[config.mk]
export PLATFORM = sky130hd
export DESIGN_NAME = rvCore
export DESIGN_NICKNAME = d
export VERILOG_FILES = /design/src/rtl/rvCorePkg.sv /design/src/rtl/rvCore.sv /design/src/rtl/execute.sv /design/src/rtl/regFile.sv /design/src/rtl/decode.sv /design/src/rtl/instrFetch.sv /design/src/rtl/alu.sv
export SDC_FILE = /design/constraint.sdc
export NUM_CORES = 2
export LEC_CHECK = 0
export ABC_AREA = 1
export BUFFER_PORTS_ARGS = -buffer_cell sky130_fd_sc_hd__buf_2
export CAP_MARGIN = 20
export CORE_UTILIZATION = 40
export CTS_BUF_LIST = sky130_fd_sc_hd__clkbuf_4 sky130_fd_sc_hd__clkbuf_8 sky130_fd_sc_hd__clkbuf_16
export DETAILED_ROUTE_END_ITERATION = 10
export GPL_TIMING_DRIVEN = 1
export SLEW_MARGIN = 20
export SYNTH_ARGS = -nofsm -noshare
export SYNTH_HDL_FRONTEND = slang
export SYNTH_HIERARCHICAL = 1
export SYNTH_SLANG_ARGS = --single-unit
[constraint.sdc]
create_clock -name clk -period 39.1 [get_ports clk]
set_input_delay 5.865 -clock clk [delete_from_list [all_inputs] [get_ports clk]]
set_output_delay 5.865 -clock clk [all_outputs]
set_load 0.05 [all_outputs]
[src/rtl/rvCorePkg.sv]
// RV32I core shared definitions
package rvCorePkg;

    // Major opcodes, instruction bits 6:0
    localparam logic [6:0] opLui    = 7'b0110111;
    localparam logic [6:0] opAuipc  = 7'b0010111;
    localparam logic [6:0] opJal    = 7'b1101111;
    localparam logic [6:0] opJalr   = 7'b1100111;
    localparam logic [6:0] opBranch = 7'b1100011;
    localparam logic [6:0] opLoad   = 7'b0000011;
    localparam logic [6:0] opStore  = 7'b0100011;
    localparam logic [6:0] opOpImm  = 7'b0010011;
    localparam logic [6:0] opOp     = 7'b0110011;

    // ALU operation select
    typedef enum logic [3:0] {
        aluAdd   = 4'd0,
        aluSub   = 4'd1,
        aluSll   = 4'd2,
        aluSlt   = 4'd3,
        aluSltu  = 4'd4,
        aluXor   = 4'd5,
        aluSrl   = 4'd6,
        aluSra   = 4'd7,
        aluOr    = 4'd8,
        aluAnd   = 4'd9,
        // Operand B straight through, used by LUI
        aluPassB = 4'd10
    } aluOpT;

    // Register writeback source
    typedef enum logic [1:0] {
        wbAluResult = 2'd0,
        wbMemData   = 2'd1,
        // Link address for JAL and JALR
        wbPcPlus4   = 2'd2
    } wbSelT;

endpackage
[src/rtl/rvCore.sv]
// RV32I two-cycle core
`timescale 1ns/1ps

module rvCore import rvCorePkg::*; #(
    parameter logic [31:0] resetVector = 32'h0000_0000
) (
    input  logic        clk,
    input  logic        rst,
    output logic [31:0] instrAddr,
    input  logic [31:0] instrData,
    output logic [31:0] dataAddr,
    output logic [31:0] dataWdata,
    output logic        dataWrite,
    output logic        dataRead,
    input  logic [31:0] dataRdata,
    output logic        wbValid,
    output logic [4:0]  wbReg,
    output logic [31:0] wbData
);

    // Phase and redirect
    logic        executeStage;
    logic        fetchCapture;
    logic        branchTaken;
    logic [31:0] branchTarget;
    // Decoded fields and control
    logic [4:0]  rs1;
    logic [4:0]  rs2;
    logic [2:0]  func3;
    logic [31:0] imm;
    aluOpT       aluCtrl;
    logic        aluSrcImm;
    logic        aluSrcPc;
    logic        regWrite;
    logic        memRead;
    logic        memWrite;
    logic        branch;
    logic        jump;
    logic        jumpReg;
    wbSelT       wbSel;
    // Register read data
    logic [31:0] rs1Data;
    logic [31:0] rs2Data;

    // Instruction register loads during fetch
    assign fetchCapture = ~executeStage;

    instrFetch #(
        .resetVector (resetVector)
    ) u_fetch (
        .clk          (clk),
        .rst          (rst),
        .branchTaken  (branchTaken),
        .branchTarget (branchTarget),
        .pc           (instrAddr),
        .executeStage (executeStage)
    );

    decode u_decode (
        .clk       (clk),
        .rst       (rst),
        .capture   (fetchCapture),
        .instrData (instrData),
        .rd        (wbReg),
        .rs1       (rs1),
        .rs2       (rs2),
        .func3     (func3),
        .imm       (imm),
        .aluCtrl   (aluCtrl),
        .aluSrcImm (aluSrcImm),
        .aluSrcPc  (aluSrcPc),
        .regWrite  (regWrite),
        .memRead   (memRead),
        .memWrite  (memWrite),
        .branch    (branch),
        .jump      (jump),
        .jumpReg   (jumpReg),
        .wbSel     (wbSel)
    );

    // Write port doubles as the writeback trace
    regFile u_regFile (
        .clk       (clk),
        .rst       (rst),
        .rs1       (rs1),
        .rs2       (rs2),
        .rd        (wbReg),
        .writeEn   (wbValid),
        .writeData (wbData),
        .rs1Data   (rs1Data),
        .rs2Data   (rs2Data)
    );

    execute u_execute (
        .executeStage (executeStage),
        .pc           (instrAddr),
        .rs1Data      (rs1Data),
        .rs2Data      (rs2Data),
        .imm          (imm),
        .func3        (func3),
        .aluCtrl      (aluCtrl),
        .aluSrcImm    (aluSrcImm),
        .aluSrcPc     (aluSrcPc),
        .regWrite     (regWrite),
        .memRead      (memRead),
        .memWrite     (memWrite),
        .branch       (branch),
        .jump         (jump),
        .jumpReg      (jumpReg),
        .wbSel        (wbSel),
        .dataRdata    (dataRdata),
        .branchTaken  (branchTaken),
        .branchTarget (branchTarget),
        .dataAddr     (dataAddr),
        .dataWdata    (dataWdata),
        .dataWrite    (dataWrite),
        .dataRead     (dataRead),
        .wbEnable     (wbValid),
        .wbData       (wbData)
    );

endmodule

[src/rtl/execute.sv]
// Execute and writeback stage
`timescale 1ns/1ps

module execute import rvCorePkg::*; (
    input  logic        executeStage,
    input  logic [31:0] pc,
    input  logic [31:0] rs1Data,
    input  logic [31:0] rs2Data,
    input  logic [31:0] imm,
    input  logic [2:0]  func3,
    input  aluOpT       aluCtrl,
    input  logic        aluSrcImm,
    input  logic        aluSrcPc,
    input  logic        regWrite,
    input  logic        memRead,
    input  logic        memWrite,
    input  logic        branch,
    input  logic        jump,
    input  logic        jumpReg,
    input  wbSelT       wbSel,
    input  logic [31:0] dataRdata,
    output logic        branchTaken,
    output logic [31:0] branchTarget,
    output logic [31:0] dataAddr,
    output logic [31:0] dataWdata,
    output logic        dataWrite,
    output logic        dataRead,
    output logic        wbEnable,
    output logic [31:0] wbData
);

    logic [31:0] aluA;
    logic [31:0] aluB;
    logic [31:0] aluResult;
    logic [31:0] pcPlus4;
    logic        condMet;

    // Operand muxes
    assign aluA = aluSrcPc ? pc : rs1Data;
    assign aluB = aluSrcImm ? imm : rs2Data;

    alu u_alu (
        .a      (aluA),
        .b      (aluB),
        .op     (aluCtrl),
        .result (aluResult)
    );

    // Branch condition by func3
    always_comb
    begin
        case (func3)
            3'b000:  condMet = (rs1Data == rs2Data);
            3'b001:  condMet = (rs1Data != rs2Data);
            3'b100:  condMet = ($signed(rs1Data) < $signed(rs2Data));
            3'b101:  condMet = ($signed(rs1Data) >= $signed(rs2Data));
            3'b110:  condMet = (rs1Data < rs2Data);
            3'b111:  condMet = (rs1Data >= rs2Data);
            default: condMet = 1'b0;
        endcase
    end

    assign pcPlus4 = pc + 32'd4;

    // JALR clears bit 0 of the sum, others are pc relative
    assign branchTarget = jumpReg ? {aluResult[31:1], 1'b0} : pc + imm;
    assign branchTaken  = executeStage && (jump || jumpReg || (branch && condMet));

    // Word address from ALU sum, store data from rs2
    assign dataAddr  = aluResult;
    assign dataWdata = rs2Data;
    // Strobes live for the execute cycle only
    assign dataWrite = executeStage && memWrite;
    assign dataRead  = executeStage && memRead;
    assign wbEnable  = executeStage && regWrite;

    always_comb
    begin
        case (wbSel)
            wbMemData: wbData = dataRdata;
            wbPcPlus4: wbData = pcPlus4;
            default:   wbData = aluResult;
        endcase
    end

endmodule

[src/rtl/regFile.sv]
// Integer register file
`timescale 1ns/1ps

module regFile (
    input  logic        clk,
    input  logic        rst,
    input  logic [4:0]  rs1,
    input  logic [4:0]  rs2,
    input  logic [4:0]  rd,
    input  logic        writeEn,
    input  logic [31:0] writeData,
    output logic [31:0] rs1Data,
    output logic [31:0] rs2Data
);

    logic [31:0] regs [32];

    // Synchronous write, x0 never written
    always_ff @(posedge clk or posedge rst)
    begin
        if (rst)
        begin
            for (int i = 0; i < 32; i++)
            begin
                regs[i] <= 32'd0;
            end
        end
        else if (writeEn && (rd != 5'd0))
        begin
            regs[rd] <= writeData;
        end
    end

    // Asynchronous read, x0 forced to zero
    assign rs1Data = (rs1 == 5'd0) ? 32'd0 : regs[rs1];
    assign rs2Data = (rs2 == 5'd0) ? 32'd0 : regs[rs2];

endmodule

[src/rtl/decode.sv]
// Instruction decode stage
`timescale 1ns/1ps

module decode import rvCorePkg::*; (
    input  logic        clk,
    input  logic        rst,
    input  logic        capture,
    input  logic [31:0] instrData,
    output logic [4:0]  rd,
    output logic [4:0]  rs1,
    output logic [4:0]  rs2,
    output logic [2:0]  func3,
    output logic [31:0] imm,
    output aluOpT       aluCtrl,
    output logic        aluSrcImm,
    output logic        aluSrcPc,
    output logic        regWrite,
    output logic        memRead,
    output logic        memWrite,
    output logic        branch,
    output logic        jump,
    output logic        jumpReg,
    output wbSelT       wbSel
);

    logic [31:0] instrReg;
    logic [6:0]  opcode;
    logic [6:0]  func7;
    // Immediate forms, all sign extended
    logic [31:0] immI;
    logic [31:0] immS;
    logic [31:0] immB;
    logic [31:0] immU;
    logic [31:0] immJ;

    // Word captured at end of fetch, zero after reset decodes as no-op
    always_ff @(posedge clk or posedge rst)
    begin
        if (rst)
            instrReg <= 32'd0;
        else if (capture)
            instrReg <= instrData;
    end

    // Field split
    assign opcode = instrReg[6:0];
    assign rd     = instrReg[11:7];
    assign func3  = instrReg[14:12];
    assign rs1    = instrReg[19:15];
    assign rs2    = instrReg[24:20];
    assign func7  = instrReg[31:25];

    assign immI = {{20{instrReg[31]}}, instrReg[31:20]};
    assign immS = {{20{instrReg[31]}}, instrReg[31:25], instrReg[11:7]};
    assign immB = {{19{instrReg[31]}}, instrReg[31], instrReg[7],
                   instrReg[30:25], instrReg[11:8], 1'b0};
    assign immU = {instrReg[31:12], 12'd0};
    assign immJ = {{11{instrReg[31]}}, instrReg[31], instrReg[19:12],
                   instrReg[20], instrReg[30:21], 1'b0};

    // func3 to ALU op, alt picks SUB or SRA
    function automatic aluOpT mapFunc3(input logic [2:0] f3, input logic alt);
        aluOpT op;
        case (f3)
            3'b000:  op = alt ? aluSub : aluAdd;
            3'b001:  op = aluSll;
            3'b010:  op = aluSlt;
            3'b011:  op = aluSltu;
            3'b100:  op = aluXor;
            3'b101:  op = alt ? aluSra : aluSrl;
            3'b110:  op = aluOr;
            default: op = aluAnd;
        endcase
        return op;
    endfunction

    always_comb
    begin
        // Inactive defaults, left in place for unknown opcodes
        imm       = immI;
        aluCtrl   = aluAdd;
        aluSrcImm = 1'b0;
        aluSrcPc  = 1'b0;
        regWrite  = 1'b0;
        memRead   = 1'b0;
        memWrite  = 1'b0;
        branch    = 1'b0;
        jump      = 1'b0;
        jumpReg   = 1'b0;
        wbSel     = wbAluResult;
        case (opcode)
            opLui:
            begin
                imm       = immU;
                aluCtrl   = aluPassB;
                aluSrcImm = 1'b1;
                regWrite  = 1'b1;
            end
            opAuipc:
            begin
                imm       = immU;
                aluSrcImm = 1'b1;
                aluSrcPc  = 1'b1;
                regWrite  = 1'b1;
            end
            opJal:
            begin
                // Target is pc plus imm, ALU idle
                imm      = immJ;
                jump     = 1'b1;
                regWrite = 1'b1;
                wbSel    = wbPcPlus4;
            end
            opJalr:
            begin
                // ALU sums rs1 and imm for the target
                aluSrcImm = 1'b1;
                jumpReg   = 1'b1;
                regWrite  = 1'b1;
                wbSel     = wbPcPlus4;
            end
            opBranch:
            begin
                imm    = immB;
                branch = 1'b1;
            end
            opLoad:
            begin
                // Word access only
                if (func3 == 3'b010)
                begin
                    aluSrcImm = 1'b1;
                    memRead   = 1'b1;
                    regWrite  = 1'b1;
                    wbSel     = wbMemData;
                end
            end
            opStore:
            begin
                if (func3 == 3'b010)
                begin
                    imm       = immS;
                    aluSrcImm = 1'b1;
                    memWrite  = 1'b1;
                end
            end
            opOpImm:
            begin
                // Bit 30 only matters for the right shift, ADDI has no SUB
                aluCtrl   = mapFunc3(func3, func7[5] && (func3 == 3'b101));
                aluSrcImm = 1'b1;
                regWrite  = 1'b1;
            end
            opOp:
            begin
                aluCtrl  = mapFunc3(func3, func7[5]);
                regWrite = 1'b1;
            end
            default:
            begin
                // FENCE, SYSTEM and unknown words fall through as no-op
            end
        endcase
    end

endmodule

[src/rtl/instrFetch.sv]
// Program counter and phase control
`timescale 1ns/1ps

module instrFetch #(
    parameter logic [31:0] resetVector = 32'h0000_0000
) (
    input  logic        clk,
    input  logic        rst,
    input  logic        branchTaken,
    input  logic [31:0] branchTarget,
    output logic [31:0] pc,
    output logic        executeStage
);

    // Sequential next address
    logic [31:0] pcNext;

    assign pcNext = pc + 32'd4;

    always_ff @(posedge clk or posedge rst)
    begin
        if (rst)
        begin
            pc           <= resetVector;
            // First cycle out of reset is a fetch
            executeStage <= 1'b0;
        end
        else
        begin
            // Fetch and execute alternate every cycle
            executeStage <= ~executeStage;
            // PC holds during fetch, advances at end of execute
            if (executeStage)
            begin
                pc <= branchTaken ? branchTarget : pcNext;
            end
        end
    end

endmodule

[src/rtl/alu.sv]
// 32-bit integer ALU
`timescale 1ns/1ps

module alu import rvCorePkg::*; (
    input  logic [31:0] a,
    input  logic [31:0] b,
    input  aluOpT       op,
    output logic [31:0] result
);

    // Shift amount from low five bits
    logic [4:0] shamt;

    assign shamt = b[4:0];

    always_comb
    begin
        case (op)
            aluAdd:   result = a + b;
            aluSub:   result = a - b;
            aluSll:   result = a << shamt;
            // Signed compare
            aluSlt:   result = {31'd0, $signed(a) < $signed(b)};
            aluSltu:  result = {31'd0, a < b};
            aluXor:   result = a ^ b;
            aluSrl:   result = a >> shamt;
            // Arithmetic shift keeps the sign
            aluSra:   result = $unsigned($signed(a) >>> shamt);
            aluOr:    result = a | b;
            aluAnd:   result = a & b;
            aluPassB: result = b;
            default:  result = 32'd0;
        endcase
    end

endmodule

==> metrics.txt <==
number of buffers and inverters on the critical path 11; die area a little under 200000 µm²; layout cell share with drive strength beyond 1 7.282%; Cell Rows 160; via count between 80000 and 90000; f_max between 60 and 70 MHz; CTS tree built; final setup vio count 0; clock latency on the worst-skew pair between 0.8 and 0.9 ns; Most Frequent Cell on Critical Path nand2_1; Critical Setup Path Class flip-flop to primary output; Area contributors post-synth dfrtp_1 (35%), nand2_1 (22%), nand3_1 (12%); Worst path max stage delay about 0.70 ns; Arrival @ worst endpoint 10.55 ns; Async SR Flop Fraction 100.0%; unique cell type count in the Yosys netlist 64; hold-fix buffers at CTS 0; CP max-delay cell buf_12; #FFs+latches synth approximately 1100; final hold viol count 0; drt pass-1 iters 7; Pleak 45.01 nW; Final nets ~12000; leading area contributor after synthesis dfrtp_1; Root Buffer clkbuf_16; RSZ-0062 raised after global routing no; gr usage total 39.83%; Critical Path Source Type flip-flop; Syn. warnings 6; Initial Util roughly 40%; Final Skew about 0.058 ns; grt ovf 0; final wirelength slightly below 400000 µm; via/cell ratio just under 6; Worst EP required roughly 33 ns; commonest non-fill, non-tap cell in the layout nand2_1; top cell type's share of synthesized area between 30% and 40%; Die Wd 440.1 µm; H-tree Lvls 4; Post-CTS Setup Repair Bufs 0; largest net degree at the start of global routing between 150 and 200; Synth Net Count between 10000 and 15000; main flop type after synthesis dfrtp_1; number of synthesized flops with an enable pin 0; IO Port Bufs around 200; cell area after synthesis 76770 µm²; DRC Markers 0; Crit. End Element primary output; Max-slew headroom a little under 9%; worst hold path type flip-flop to flip-flop; Avg Cell Area, Syn around 6.3 µm²; core area roughly 190000 µm²; post-synthesis sequential area ratio 35.50%; delay-heaviest family, CP buffers and inverters; Wirelength per Cell between 20 and 30 µm; Setup TNS 0 ns; vias in the first global route between 70000 and 80000; I/O pins a little over 200; TritonCTS Sinks ~1100; first-pass GRT wire length between 500000 and 600000 µm; Finished Layout Cells between 10000 and 15000; Syn Inst Count 12180; total CTS buffers 132; DP Area 78940 µm²; Crit Path Max Fanout 153; minimum clock period 16.41 ns; Slew @ Worst Pin roughly 1.4 ns; status finished clean; Reg clk slew, reported paths about 0.06 ns; CTS Buffer Depth 3; initial antenna violation count 25; # placed instances ~14000; P per Cell Area between 40 and 50 nW/µm²; most frequent cells in the layout nand2_1 (4556), nand3_1 (1903), o21ai_0 (1185); Slew Limit Fails 0; Resize count post-CTS 0; dpl hpwl 268000 µm; number of fillers in the final layout roughly 20000; Antenna Nets Post-Route 0; crit share post-route a little over two fifths; peak supply drop roughly 43 µV; RePlAce Congestion roughly 1.1; Final Cell Area around 84000 µm²; Die H roughly 440 µm; area grow syn2layout 8.984%; DR iter-0 viols ~13000; maxcap violations 0
cell usage after synthesis, types with 14 or more instances:
cell type and number:
nor2_4 15, nand2_1 4575, or2_2 15, inv_2 23, mux2_2 22, nor3_1 48
nand4_1 42, inv_1 656, buf_1 89, o22ai_1 31, o21bai_1 15, nand3_1 1905
a21oi_1 430, nor2_1 760, dfrtp_1 1089, a22oi_1 17, o21ai_0 1192, o21ai_1 20
nand2_2 21, nor2_2 18, o211ai_1 22, buf_4 57, clkbuf_1 717, buf_2 88
ha_1 167, and2_1 14
cells by family after synthesis:
family / Yosys count / share of synthesized area, %
adder cells (fa/ha/maj): 170 / 2.800
buffers and inverters: 1637 / 8.462
multiplexers: 25 / 0.3618
flip-flops: 1089 / 35.50
XOR/XNOR: 15 / 0.1711
AND/OR/NAND/NOR: 7460 / 40.67
AO/OA/AOI/OAI: 1782 / 12.04
layout make-up:
class                      count  area (µm²)  area share (%)
antenna                       12       30.03         0.03589
clock buffer                 195        4004           4.786
clock inverter                47       624.3          0.7463
inverter                     682        2611           3.121
multi-input combinational   9452       43190           51.62
sequential                  1089       27280           32.61
tap                         2511        3142           3.755
timing repair buffer         413        2778           3.320
worst reg2reg max path, delay by kind of cell (launching register included):
kind | cells | cell delay [ns]
DFF | 1 | 0.69
adders and majority gates | 1 | 0.70
and+or+nand+nor | 16 | 2.61
AOI/OAI and AO/OA | 3 | 1.50
buffers and inverters | 11 | 4.93
stage by stage:
| step | worst slack [ns] | power [mW] | hold WS (ns) | util, % |
|---|---|---|---|---|
| 2_1_floorplan | 4.419 | 2.151 | 0.4508 | - |
| 3_3_place_gp | 24.02 | 2.751 | 0.3857 | 41.44 |
| 3_5_place_dp | 24.04 | 2.750 | 0.3894 | 41.46 |
| 4_1_cts | 23.12 | 4.066 | 0.4018 | 43.89 |
| 5_1_grt | 22.62 | 4.241 | 0.4155 | 43.93 |
| 6_report | 22.69 | 4.100 | 0.3958 | 43.94 |
metal layers:
| layer | part of all wire (%) | vias up | track usage [%] |
|---|---|---|---|
| met5 | 0.019 | - | 0 |
| met4 | 6.2 | 10 | 21.56 |
| met3 | 10 | 951 | 7.691 |
| met2 | 42 | 5317 | 57.39 |
| met1 | 42 | 41070 | 55.83 |
| li1 | - | 38540 | - |
worst paths after layout:
path                            slack (ns)              endpoint                   from  cells past startpoint
worst max-delay path                 22.69            wbData[25]  u_decode/instrReg[20]                     30
worst min-delay path                  0.40  u_regFile/regs[1023]   u_regFile/regs[1023]                      0
worst max register to register       28.55   u_regFile/regs[921]  u_decode/instrReg[20]                     31
worst min register to register        0.40  u_regFile/regs[1023]   u_regFile/regs[1023]                      0
max in group asynchronous            30.82   u_regFile/regs[174]                    rst                      5
min in group asynchronous             4.94  u_decode/instrReg[8]                    rst                      2
state kept, by name, summed over array words and instances, names as in the netlist:
name,count
u_regFile/regs,1024
u_fetch/pc,32
u_fetch/executeStage,1
u_decode/instrReg,32
where the power goes:
part           switching, mW  internal [mW]  leakage [nW]
logic                   1.20          0.329          32.6
registers             0.0792           1.18          10.1
clock network          0.535          0.777          2.33
total                   1.82           2.28          45.0
No activity file was read; power rests on OpenSTA's default activity.
